### config.mk
export PLATFORM = sky130hd
export DESIGN_NAME = simd_issue_top
export DESIGN_NICKNAME = d
export VERILOG_FILES = /design/src/verilog/simd_issue_pkg.sv /design/src/verilog/simd_intake_buffer.sv /design/src/verilog/simd_scoreboard.sv /design/src/verilog/simd_wb_sequencer.sv /design/src/verilog/simd_issue_top.sv
export VERILOG_INCLUDE_DIRS = /design/src /design/src/verilog
export SDC_FILE = /design/constraint.sdc
export NUM_CORES = 1
export LEC_CHECK = 0
export BUFFER_PORTS_ARGS = -buffer_cell sky130_fd_sc_hd__clkbuf_2
export CORE_UTILIZATION = 33
export CTS_BUF_LIST = sky130_fd_sc_hd__clkbuf_4 sky130_fd_sc_hd__clkbuf_8
export DETAILED_ROUTE_END_ITERATION = 6
export HOLD_SLACK_MARGIN = 0.08
export SLEW_MARGIN = 20
export SYNTH_ARGS = -nofsm -noshare
export SYNTH_HDL_FRONTEND = slang
export SYNTH_HIERARCHICAL = 1
export SYNTH_SLANG_ARGS = --single-unit
export TNS_END_PERCENT = 1
### constraint.sdc
create_clock -name clk_i -period 40.2 [get_ports clk_i]
set_input_delay 6.03 -clock clk_i [delete_from_list [all_inputs] [get_ports clk_i]]
set_output_delay 6.03 -clock clk_i [all_outputs]
set_load 0.005 [all_outputs]
### src/verilog/simd_issue_defs.svh
// SIMD issue shared constants
// Vector length, latency limits and tag width for the issue-side bookkeeping

`ifndef SIMD_ISSUE_DEFS_SVH
`define SIMD_ISSUE_DEFS_SVH

// Vector register length in bits
`define SIMD_VLEN       128

// Cycles of a full DIV/REM, also the depth of the write-back wheel
`define SIMD_DIV_LAT    32

// log2 of VLEN in bytes, reduction latency is derived from it
`define SIMD_RED_BASE   4

// Instruction tag width
`define SIMD_TAG_W      4

`endif

### src/verilog/simd_issue_pkg.sv
// SIMD issue types
// Operation and SEW encodings plus the structs passed between the issue blocks

`include "simd_issue_defs.svh"

package simd_issue_pkg;

    typedef logic [`SIMD_TAG_W-1:0] simd_tag_t;
    typedef logic [`SIMD_VLEN-1:0]  vreg_t;
    typedef logic [63:0]            xreg_t;
    typedef logic [5:0]             simd_lat_t;   // Up to SIMD_DIV_LAT cycles

    // Encodings 13..31 are spare
    typedef enum logic [4:0] {
        VADD    = 5'd0,
        VMUL    = 5'd1,
        VMULH   = 5'd2,
        VWMUL   = 5'd3,
        VMACC   = 5'd4,
        VNMSAC  = 5'd5,
        VSMUL   = 5'd6,
        VREDSUM = 5'd7,
        VREDMAX = 5'd8,
        VDIV    = 5'd9,
        VDIVU   = 5'd10,
        VREM    = 5'd11,
        VREMU   = 5'd12
    } simd_op_t;

    typedef enum logic [1:0] {
        SEW_8  = 2'b00,
        SEW_16 = 2'b01,
        SEW_32 = 2'b10,
        SEW_64 = 2'b11
    } sew_t;

    // Instruction as seen by the issue logic, about 330 bits
    typedef struct packed {
        simd_tag_t tag;
        simd_op_t  op;
        sew_t      sew;
        logic      is_opvx;   // Scalar rs1 replaces vs1
        vreg_t     vs1;
        vreg_t     vs2;
        xreg_t     rs1;
    } simd_instr_t;

    typedef struct packed {
        simd_tag_t tag;
        simd_lat_t lat;
    } simd_issue_t;

    typedef struct packed {
        simd_tag_t tag;
        simd_lat_t lat;
    } simd_wb_t;

endpackage

### src/verilog/simd_intake_buffer.sv
// SIMD intake buffer
// Four-phase req/ack receiver with a single pending instruction entry
`timescale 1ns/1ps

module simd_intake_buffer import simd_issue_pkg::*; (
    input  logic        clk_i,
    input  logic        rstn_i,
    input  logic        flush_i,
    input  logic        req_i,
    input  simd_instr_t instr_i,
    output logic        ack_o,
    input  logic        issue_i,
    output logic        pend_valid_o,
    output simd_instr_t pend_instr_o
);

    typedef enum logic [1:0] {
        S_IDLE,      // Ack low, ready for a request
        S_ACK,       // Captured, ack high until req drops
        S_WAIT_LOW   // Flushed while acked, no second capture of the same req
    } state_t;

    state_t      state_q, state_d;
    logic        capture;
    logic        pend_valid_q;
    simd_instr_t pend_instr_q;

    always_comb begin
        state_d = state_q;
        capture = 1'b0;
        case (state_q)
            S_IDLE: begin
                // Capture only into a free entry
                if (req_i && !pend_valid_q && !flush_i) begin
                    capture = 1'b1;
                    state_d = S_ACK;
                end
            end
            S_ACK: begin
                if (!req_i) state_d = S_IDLE;
                else if (flush_i) state_d = S_WAIT_LOW;
            end
            S_WAIT_LOW: begin
                if (!req_i) state_d = S_IDLE;
            end
            default: state_d = S_IDLE;
        endcase
    end

    always_ff @(posedge clk_i or negedge rstn_i) begin
        if (!rstn_i) begin
            state_q      <= S_IDLE;
            pend_valid_q <= 1'b0;
        end else begin
            state_q <= state_d;
            if (flush_i) pend_valid_q <= 1'b0;
            else if (capture) pend_valid_q <= 1'b1;
            else if (issue_i) pend_valid_q <= 1'b0;   // Entry leaves on issue
        end
    end

    always_ff @(posedge clk_i) begin
        if (capture) pend_instr_q <= instr_i;
    end

    assign ack_o        = (state_q == S_ACK);
    assign pend_valid_o = pend_valid_q;
    assign pend_instr_o = pend_instr_q;

endmodule

### src/verilog/simd_scoreboard.sv
// SIMD scoreboard
// Latency lookup, division reuse tracking and the issue/stall decision
`timescale 1ns/1ps

`include "simd_issue_defs.svh"

module simd_scoreboard import simd_issue_pkg::*; (
    input  logic                     clk_i,
    input  logic                     rstn_i,
    input  logic                     flush_i,
    input  logic                     pend_valid_i,
    input  simd_instr_t              pend_instr_i,
    input  logic [`SIMD_DIV_LAT-1:0] slot_busy_i,
    output logic                     issue_o,
    output simd_issue_t              issue_info_o
);

    localparam int IDX_W = $clog2(`SIMD_DIV_LAT);

    logic      is_mul;
    logic      is_mac;
    logic      is_red;
    logic      is_div;
    logic      is_sdiv;       // Signed pair VDIV/VREM
    logic      div_reuse;
    logic      slot_stall;
    logic      div_stall;
    simd_lat_t lat;

    // Last issued division
    logic      prev_valid_q;
    logic      prev_opvx_q;
    logic      prev_signed_q;
    vreg_t     prev_vs1_q;
    vreg_t     prev_vs2_q;
    xreg_t     prev_rs1_q;

    simd_lat_t div_cnt_q;     // Cycles left until the long division writes back

    // Operation classes
    assign is_mul  = pend_instr_i.op inside {VMUL, VMULH, VWMUL};
    assign is_mac  = pend_instr_i.op inside {VMACC, VNMSAC, VSMUL};
    assign is_red  = pend_instr_i.op inside {VREDSUM, VREDMAX};
    assign is_div  = pend_instr_i.op inside {VDIV, VDIVU, VREM, VREMU};
    assign is_sdiv = pend_instr_i.op inside {VDIV, VREM};

    // Result already known when operands and signedness repeat
    assign div_reuse = prev_valid_q
                    && (prev_opvx_q == pend_instr_i.is_opvx)
                    && (prev_signed_q == is_sdiv)
                    && (prev_vs2_q == pend_instr_i.vs2)
                    && (pend_instr_i.is_opvx ? (prev_rs1_q == pend_instr_i.rs1)
                                             : (prev_vs1_q == pend_instr_i.vs1));

    always_comb begin
        if (is_mul) begin
            lat = (pend_instr_i.sew == SEW_64) ? 6'd3 : 6'd2;
        end else if (is_mac) begin
            lat = (pend_instr_i.sew == SEW_64) ? 6'd4 : 6'd3;
        end else if (is_red) begin
            // Tree depth shrinks as elements get wider
            case (pend_instr_i.sew)
                SEW_32:  lat = 6'(`SIMD_RED_BASE);
                SEW_64:  lat = 6'(`SIMD_RED_BASE - 1);
                default: lat = 6'(`SIMD_RED_BASE + 1);
            endcase
        end else if (is_div) begin
            lat = div_reuse ? 6'd1 : 6'(`SIMD_DIV_LAT);
        end else begin
            lat = 6'd1;
        end
    end

    // Write-back port already claimed for our completion cycle
    assign slot_stall = slot_busy_i[IDX_W'(lat - 6'd1)];
    assign div_stall  = is_div && (div_cnt_q != '0);   // One divider only

    assign issue_o      = pend_valid_i && !slot_stall && !div_stall && !flush_i;
    assign issue_info_o = '{tag: pend_instr_i.tag, lat: lat};

    always_ff @(posedge clk_i or negedge rstn_i) begin
        if (!rstn_i) begin
            div_cnt_q    <= '0;
            prev_valid_q <= 1'b0;
        end else if (flush_i) begin
            div_cnt_q    <= '0;
            prev_valid_q <= 1'b0;   // A flushed division never produced its result
        end else begin
            if (issue_o && is_div && !div_reuse) begin
                div_cnt_q <= 6'(`SIMD_DIV_LAT - 1);
            end else if (div_cnt_q != '0) begin
                div_cnt_q <= div_cnt_q - 6'd1;
            end
            if (issue_o && is_div) prev_valid_q <= 1'b1;
        end
    end

    // Operands of the last division, kept for the reuse compare
    always_ff @(posedge clk_i) begin
        if (issue_o && is_div) begin
            prev_opvx_q   <= pend_instr_i.is_opvx;
            prev_signed_q <= is_sdiv;
            prev_vs1_q    <= pend_instr_i.vs1;
            prev_vs2_q    <= pend_instr_i.vs2;
            prev_rs1_q    <= pend_instr_i.rs1;
        end
    end

endmodule

### src/verilog/simd_wb_sequencer.sv
// SIMD write-back sequencer
// Timing wheel that presents each issued tag on its completion cycle
`timescale 1ns/1ps

`include "simd_issue_defs.svh"

module simd_wb_sequencer import simd_issue_pkg::*; (
    input  logic                     clk_i,
    input  logic                     rstn_i,
    input  logic                     flush_i,
    input  logic                     issue_i,
    input  simd_issue_t              issue_info_i,
    output logic [`SIMD_DIV_LAT-1:0] slot_busy_o,
    output logic                     wb_valid_o,
    output simd_wb_t                 wb_o
);

    localparam int SLOTS = `SIMD_DIV_LAT;
    localparam int IDX_W = $clog2(SLOTS);

    logic [SLOTS-1:0] valid_q, valid_d;
    simd_wb_t         slot_q [SLOTS];
    simd_wb_t         slot_d [SLOTS];
    logic [IDX_W-1:0] wr_idx;

    // Slot L-1 after the shift reaches slot 0 exactly L cycles from issue
    assign wr_idx = IDX_W'(issue_info_i.lat - 6'd1);

    always_comb begin
        valid_d = {1'b0, valid_q[SLOTS-1:1]};   // Advance one slot
        for (int k = 0; k < SLOTS - 1; k++) begin
            slot_d[k] = slot_q[k + 1];
        end
        slot_d[SLOTS-1] = slot_q[SLOTS-1];
        if (issue_i) begin
            valid_d[wr_idx] = 1'b1;
            slot_d[wr_idx]  = '{tag: issue_info_i.tag, lat: issue_info_i.lat};
        end
    end

    always_ff @(posedge clk_i or negedge rstn_i) begin
        if (!rstn_i) begin
            valid_q <= '0;
        end else if (flush_i) begin
            valid_q <= '0;   // Drop every pending write-back
        end else begin
            valid_q <= valid_d;
        end
    end

    always_ff @(posedge clk_i) begin
        for (int k = 0; k < SLOTS; k++) begin
            slot_q[k] <= slot_d[k];
        end
    end

    // Occupancy after this cycle's shift, bit k is slot k next cycle
    assign slot_busy_o = {1'b0, valid_q[SLOTS-1:1]};
    assign wb_valid_o  = valid_q[0];
    assign wb_o        = slot_q[0];

endmodule

### src/verilog/simd_issue_top.sv
// SIMD issue top
// Intake buffer, scoreboard and write-back sequencer of the vector unit
`timescale 1ns/1ps

`include "simd_issue_defs.svh"

module simd_issue_top import simd_issue_pkg::*; (
    input  logic        clk_i,
    input  logic        rstn_i,
    input  logic        flush_i,
    input  logic        req_i,
    input  simd_instr_t instr_i,
    output logic        ack_o,
    output logic        wb_valid_o,
    output simd_wb_t    wb_o
);

    logic                     pend_valid;
    simd_instr_t              pend_instr;
    logic                     issue;
    simd_issue_t              issue_info;
    logic [`SIMD_DIV_LAT-1:0] slot_busy;

    simd_intake_buffer u_intake (
        .clk_i        (clk_i),
        .rstn_i       (rstn_i),
        .flush_i      (flush_i),
        .req_i        (req_i),
        .instr_i      (instr_i),
        .ack_o        (ack_o),
        .issue_i      (issue),
        .pend_valid_o (pend_valid),
        .pend_instr_o (pend_instr)
    );

    simd_scoreboard u_scoreboard (
        .clk_i        (clk_i),
        .rstn_i       (rstn_i),
        .flush_i      (flush_i),
        .pend_valid_i (pend_valid),
        .pend_instr_i (pend_instr),
        .slot_busy_i  (slot_busy),
        .issue_o      (issue),
        .issue_info_o (issue_info)
    );

    simd_wb_sequencer u_wb_seq (
        .clk_i        (clk_i),
        .rstn_i       (rstn_i),
        .flush_i      (flush_i),
        .issue_i      (issue),
        .issue_info_i (issue_info),
        .slot_busy_o  (slot_busy),
        .wb_valid_o   (wb_valid_o),
        .wb_o         (wb_o)
    );

endmodule

==> flow_metrics.env, run 1 <==
export IMPL_die_x_um=332
export IMPL_r2r_end="u_scoreboard/prev_vs1_q[26]"
export IMPL_synth_top_family_by_area="simple AND/OR/NAND/NOR gates"
export IMPL_power_mw=2.16
export IMPL_drt_iter0_markers=829
export IMPL_cts_root_buf="clkbuf_8"
export IMPL_hold_buffers=0
export IMPL_area_growth_pct=18.6
export IMPL_drt_total_wl_um=69900
export IMPL_syn_inst=2125
export IMPL_hold_viol_final=0
export IMPL_synth_compound_area_frac=0.0269
export IMPL_cts_setup_buffers=0
export IMPL_fin_nets=2936
export IMPL_clk_latency_ps=810
export IMPL_rsz0062_at_grt="no"
export IMPL_skew_ps=47.9
export IMPL_avgSynthCellArea_um2=16.9
export IMPL_antenna_found_initial=6
export IMPL_grt_max_degree=181
export IMPL_dieArea_um2=110000
export IMPL_min_from="u_wb_seq/slot_q[0][111]"
export IMPL_cts_max_level=4
export IMPL_numCtsBuffers=168
export IMPL_tns_ps=0
export IMPL_synthArstFlopShare=0.0413
export IMPL_cts_reportedPaths_clkPinSlew_ps=60
export IMPL_yosys_area_share_simple=0.0775
export IMPL_dr_pass1_iters=6
export IMPL_slew_headroom=-0.245
export IMPL_hold_end="u_wb_seq/slot_q[0][101]"
export IMPL_clk_path_buf_depth=3
export IMPL_cts_tree="built"
export IMPL_overflow=0
export IMPL_cts_resized=0
export IMPL_drc=0
export IMPL_start_util=0.334
export IMPL_final_cell_mix="edfxtp_1, clkbuf_2, dfxtp_1, clkbuf_8, mux2_2"
export IMPL_r2r_setup_slack_ps=30950
export IMPL_die_h_um=332
export IMPL_drv_cap=0
export IMPL_core_um2=107000
export IMPL_max_freq_mhz=89.8
export IMPL_rr_worst_depth=20
export IMPL_period_share=0.277
export IMPL_drive_gt1_frac=0.333
export IMPL_fp_row_count=120
export IMPL_vias=18200
export IMPL_final_util=0.396
export IMPL_powerDensity_nw_per_um2=50.8
export IMPL_synthAdderAreaFrac=0.00140
export IMPL_yosysWarnings=6
export IMPL_tightest_slew_ps=1850
export IMPL_grt_pass1_vias=19600
export IMPL_worstSetupEndpointType="flop"
export IMPL_io_buffer_count=347
export IMPL_r2r_start="u_intake/pend_instr_o[217]"
export IMPL_antenna_left=0
export IMPL_yosys_area_share_xor_xnor=0.0633
export IMPL_cp_max_fo=86
export IMPL_ys_ff_latch=1016
export IMPL_critPathKind="primary input to flop"
export IMPL_wire_per_inst_um=16.9
export IMPL_viasPerCell=4.39
export IMPL_synthMuxAreaShare=0.0545
export IMPL_hpwl_um=48200
export IMPL_netlist_area_um2=35900
export IMPL_setup_violations=0
export IMPL_grt_pass1_wl_um=109000
export IMPL_cp_arrival_ps=11550
export IMPL_ir_worst_vdd_v=0.0000284
export IMPL_track_usage=0.128
export IMPL_startpoint_type="primary input"
export IMPL_layout_commonest_cell="edfxtp_1"
export IMPL_synth_edff_count=664
export IMPL_synth_cell_types=85
export IMPL_gp_congestion=0.798
export IMPL_power_static_leakage_nw=15.6
export IMPL_required_ps=40620
export IMPL_violations="max-slew violations"
export IMPL_hold_path_class="flop to flop"
export IMPL_clock_sinks=1016
export IMPL_fin_hold_ws_ps=383
export IMPL_ys_flop_type="edfxtp_1"
export IMPL_hold_depth=1
export IMPL_ys_seq_area_frac=0.759
export IMPL_io_pins=348
export IMPL_drv_slew=36
export IMPL_run_status="finished with violations"
export IMPL_fin_crit_ps=11130
-- how the worst max path moves through the flow --
stage,start,to,depth (start not counted)
finish,flush_i,u_scoreboard/prev_vs1_q[26],14
global route,flush_i,u_scoreboard/prev_vs1_q[26],14
CTS,flush_i,u_scoreboard/prev_vs1_q[26],14
detailed placement,flush_i,u_scoreboard/prev_vs1_q[26],14
global placement,flush_i,u_scoreboard/prev_vs1_q[26],14
floorplan,flush_i,u_intake/pend_instr_o[0],1
-- where the power goes --
group	total, mW	switching (mW)	leakage (nW)	internal [mW]
logic	0.0872	0.0472	4.57	0.0400
registers	1.17	0.0176	9.24	1.15
clock network	0.906	0.406	1.81	0.501
-- final cells by class --
class / instances / area [µm²]
well taps: 1403 / 1760
inverters: 54 / 203
clock inverters: 69 / 539
diodes: 5 / 12.5
flip-flops and latches: 1016 / 27200
repair buffers: 366 / 1900
fillers: 9814 / 64800
clock buffers: 234 / 2880
multi-input cells: 990 / 8040
-- layer usage --
metal | track usage | share of wire | vias to the layer above
met5 | 0 | 0.00013 | -
met4 | 0.0587 | 0.030 | 2
met3 | 0.0355 | 0.055 | 134
met2 | 0.215 | 0.50 | 491
met1 | 0.152 | 0.42 | 8879
li1 | - | - | 8676
-- sequential cells by signal, summed over array words and instances, names as in the netlist, named ones only --
register                    cells
u_intake/state_q                2
u_scoreboard/prev_signed_q      1
u_scoreboard/prev_valid_q       1
u_scoreboard/div_cnt_q          6
u_scoreboard/prev_vs1_q       128
u_intake/pend_instr_o         332
u_scoreboard/prev_rs1_q        64
u_wb_seq/slot_q               310
u_wb_seq/valid_q               32
u_scoreboard/prev_vs2_q       128
u_scoreboard/prev_opvx_q        1
u_intake/pend_valid_o           1
-- cells in the mapped netlist, types with 24 or more instances --
| cell type | instances | share of area |
|---|---|---|
| dfrtp_1 | 42 | 0.029 |
| nand4_1 | 48 | 0.0084 |
| or2_2 | 55 | 0.0096 |
| edfxtp_1 | 664 | 0.56 |
| mux2_2 | 151 | 0.047 |
| xnor2_1 | 132 | 0.032 |
| nor2_1 | 30 | 0.0031 |
| and2_1 | 48 | 0.0084 |
| buf_4 | 24 | 0.0050 |
| nor2b_1 | 84 | 0.015 |
| xor2_1 | 127 | 0.031 |
| nor4_1 | 42 | 0.0073 |
| dfxtp_1 | 310 | 0.17 |
| nand2b_1 | 55 | 0.0096 |
| inv_1 | 51 | 0.0053 |
-- stage by stage --
stage / instances / setup slack, ps / instance area [µm²]
6_report: 4137 / 29070 / 42500
5_1_grt: 4137 / 28640 / 42500
4_1_cts: 4132 / 28840 / 42500
3_5_place_dp: 3829 / 27890 / 39100
3_3_place_gp: 3829 / 28130 / 39100
2_1_floorplan: 2126 / 340 / 35900
-- worst max-delay path: stages --
cell       delay [ps]
clkbuf_2          410
inv_1             220
nand2_1            70
a21oi_1           200
and2b_2           220
nand2_1            80
and2_1            180
o2bb2ai_1         170
a211oi_4          250
buf_6             590
buf_4             580
buf_4             820
buf_4             820
buf_4             740
-- logic make-up after synthesis --
group,count (synthesis)
flip-flops,1016
AND/OR/NAND/NOR,441
XOR/XNOR,259
multiplexers,168
buffers and inverters,120
AO/OA/AOI/OAI,115
adder cells (fa/ha/maj),4
other,2
(Power assumes the default switching activity.)
==> run 2, diff against run 1 <==
==> constraint.sdc (replaced) <==
create_clock -name clk_i -period 9.2 [get_ports clk_i]
set_input_delay 1.38 -clock clk_i [delete_from_list [all_inputs] [get_ports clk_i]]
set_output_delay 1.38 -clock clk_i [all_outputs]
set_load 0.005 [all_outputs]
==> run 2 against run 1 <==
  * The run now ends clean
  * Critical endpoint is now u_wb_seq/slot_q[0][26]
  * Clock-buffer cell count grew 18
  * Utilization grew 0.23 points
  * Die area is the same
  * Design area grew 0.57%
  * Largest cell class unchanged
==> flow_metrics.env, run 2 (synthesis results as in run 1) <==
export IMPL_run_status="finished, final reports clean"
export IMPL_clock_sinks=1016
export IMPL_vias=18400
export IMPL_cp_startpoint="u_scoreboard/prev_vs2_q[39]"
export IMPL_hold_depth=1
export IMPL_drt_iter0_markers=1072
export IMPL_start_util=0.334
export IMPL_dieArea_um2=110000
export IMPL_hold_end="u_wb_seq/slot_q[0][112]"
export IMPL_track_usage=0.135
export IMPL_required_ps=9890
export IMPL_area_growth_pct=19.3
export IMPL_min_from="u_wb_seq/slot_q[0][122]"
export IMPL_r2r_end="u_wb_seq/slot_q[0][26]"
export IMPL_placed_area_um2=39100
export IMPL_clk_path_buf_depth=3
export IMPL_io_pins=348
export IMPL_largest_reg_flops=332
export IMPL_antenna_left=0
export IMPL_fp_row_count=120
export IMPL_cp_arrival_ps=7850
export IMPL_max_stage_delay_ps=920
export IMPL_crit_path_cell_trace="nor2b_1 -> a2111oi_0 -> nand4_1 -> nor4_1 -> nand3_2 -> o31ai_4 -> inv_1 -> ha_1 -> ha_1 -> mux4_2 -> mux2i_1 -> mux2i_1 -> or2_2 -> a21oi_1 -> nand4b_1 -> nor3_2 -> mux2_2"
export IMPL_dr_pass1_iters=5
export IMPL_hold_path_class="flop to flop"
export IMPL_drv_cap=0
export IMPL_rr_worst_depth=17
export IMPL_critPathKind="flop to flop"
export IMPL_power_static_leakage_nw=15.8
export IMPL_clk_latency_ps=830
export IMPL_core_um2=107000
export IMPL_cts_max_level=4
export IMPL_rsz0062_at_grt="no"
export IMPL_drt_total_wl_um=74000
export IMPL_setup_slack_ps=2040
export IMPL_cts_root_buf="clkbuf_8"
export IMPL_fin_crit_ps=7160
export IMPL_ir_worst_vdd_v=0.000135
export IMPL_cts_setup_buffers=0
export IMPL_overflow=0
export IMPL_hpwl_um=51000
export IMPL_hold_viol_final=0
export IMPL_grt_pass1_vias=19700
export IMPL_antenna_found_initial=7
export IMPL_die_h_um=332
export IMPL_numCtsBuffers=168
export IMPL_slew_headroom=0.0207
export IMPL_grt_max_degree=176
export IMPL_period_share=0.778
export IMPL_hold_buffers=0
export IMPL_grt_pass1_wl_um=114000
export IMPL_cp_max_fo=12
export IMPL_cts_reportedPaths_clkPinSlew_ps=60
export IMPL_skew_ps=52.5
export IMPL_instances_no_fill=4140
export IMPL_dp_cells=3827
export IMPL_setup_violations=0
export IMPL_drc=0
export IMPL_cts_resized=0
export IMPL_worstSetupEndpointType="flop"
export IMPL_drive_gt1_frac=0.340
export IMPL_place_ws_ps=1980
export IMPL_layout_commonest_cell="edfxtp_1"
export IMPL_powerDensity_nw_per_um2=226
export IMPL_gp_congestion=0.810
export IMPL_r2r_start="u_scoreboard/prev_vs2_q[39]"
export IMPL_r2r_setup_slack_ps=2040
export IMPL_drv_slew=0
export IMPL_io_buffer_count=347
export IMPL_fin_nets=2934
export IMPL_tightest_slew_ps=1460
export IMPL_critical_path_slowest_cell="a2111oi_0"
export IMPL_startpoint_type="flop"
export IMPL_max_freq_mhz=140
export IMPL_cts_tree="built"
export IMPL_viasPerCell=4.44
export IMPL_wire_per_inst_um=17.9
export IMPL_stdcell_area_um2=42800
export IMPL_final_cell_mix="edfxtp_1, clkbuf_2, dfxtp_1, clkbuf_8, mux2_2"
export IMPL_die_x_um=332
==> run 2: changes by cell type in the layout (fill, tap and decap cells not counted), moves of 3 or more <==
| cell | delta |
|---|---|
| clkinv_1 | -15 |
| clkbuf_4 | +11 |
| clkbuf_8 | +7 |
| bufinv_16 | +4 |
| buf_4 | -3 |
| inv_8 | +3 |
==> run 2: power breakdown <==
part	switching (mW)	internal [mW]	total, mW
logic	0.210	0.175	0.384
registers	0.0758	5.02	5.10
clock network	1.79	2.40	4.20
total	2.08	7.60	9.68
==> run 2: layout make-up <==
class	instances	area (µm²)
antenna	4	10.0
fill	9748	64600
inverter	54	203
sequential	1016	27200
tap	1403	1760
clock buffer	252	3060
timing repair buffer	364	1890
clock inverter	57	593
multi-input combinational	990	8060
==> run 2: critical path, delay by kind of cell, from the launching register on <==
kind / cells / cell delay, ps
compound gates: 3 / 2000
simple gates: 7 / 2610
mux: 4 / 1170
buf+inv: 1 / 100
flops: 1 / 380
fa+ha+maj: 2 / 760
==> run 2: layer usage <==
| metal | global-route usage | vias to the layer above | part of all wire | wire length [µm] |
|---|---|---|---|---|
| met1 | 0.167 | 9029 | 0.43 | 31800 |
| met2 | 0.221 | 525 | 0.49 | 35900 |
| met3 | 0.0384 | 139 | 0.060 | 4430 |
| li1 | - | 8677 | - | - |
| met5 | 0 | - | 0.00057 | 42 |
| met4 | 0.0528 | 6 | 0.024 | 1780 |
==> run 2: worst max-delay path by stage <==
| stage | endpoint | slack, ps |
|---|---|---|
| 2_1_floorplan | u_scoreboard/prev_opvx_q | -3380 |
| 3_3_place_gp | u_scoreboard/prev_vs2_q[84] | 2240 |
| 3_5_place_dp | u_scoreboard/prev_vs2_q[12] | 1980 |
| 4_1_cts | u_scoreboard/prev_vs2_q[70] | 1980 |
| 5_1_grt | u_wb_seq/slot_q[0][27] | 1480 |
| 6_report | u_wb_seq/slot_q[0][26] | 2040 |
==> run 2: through the flow <==
step,power (mW),utilization,setup TNS (ps),hold WS [ps]
floorplan,5.44,-,-2157850,385
global placement,5.56,0.364,0,393
detailed placement,5.58,0.364,0,392
CTS,9.84,0.398,0,407
global route,10.1,0.398,0,415
finish,9.68,0.398,0,401
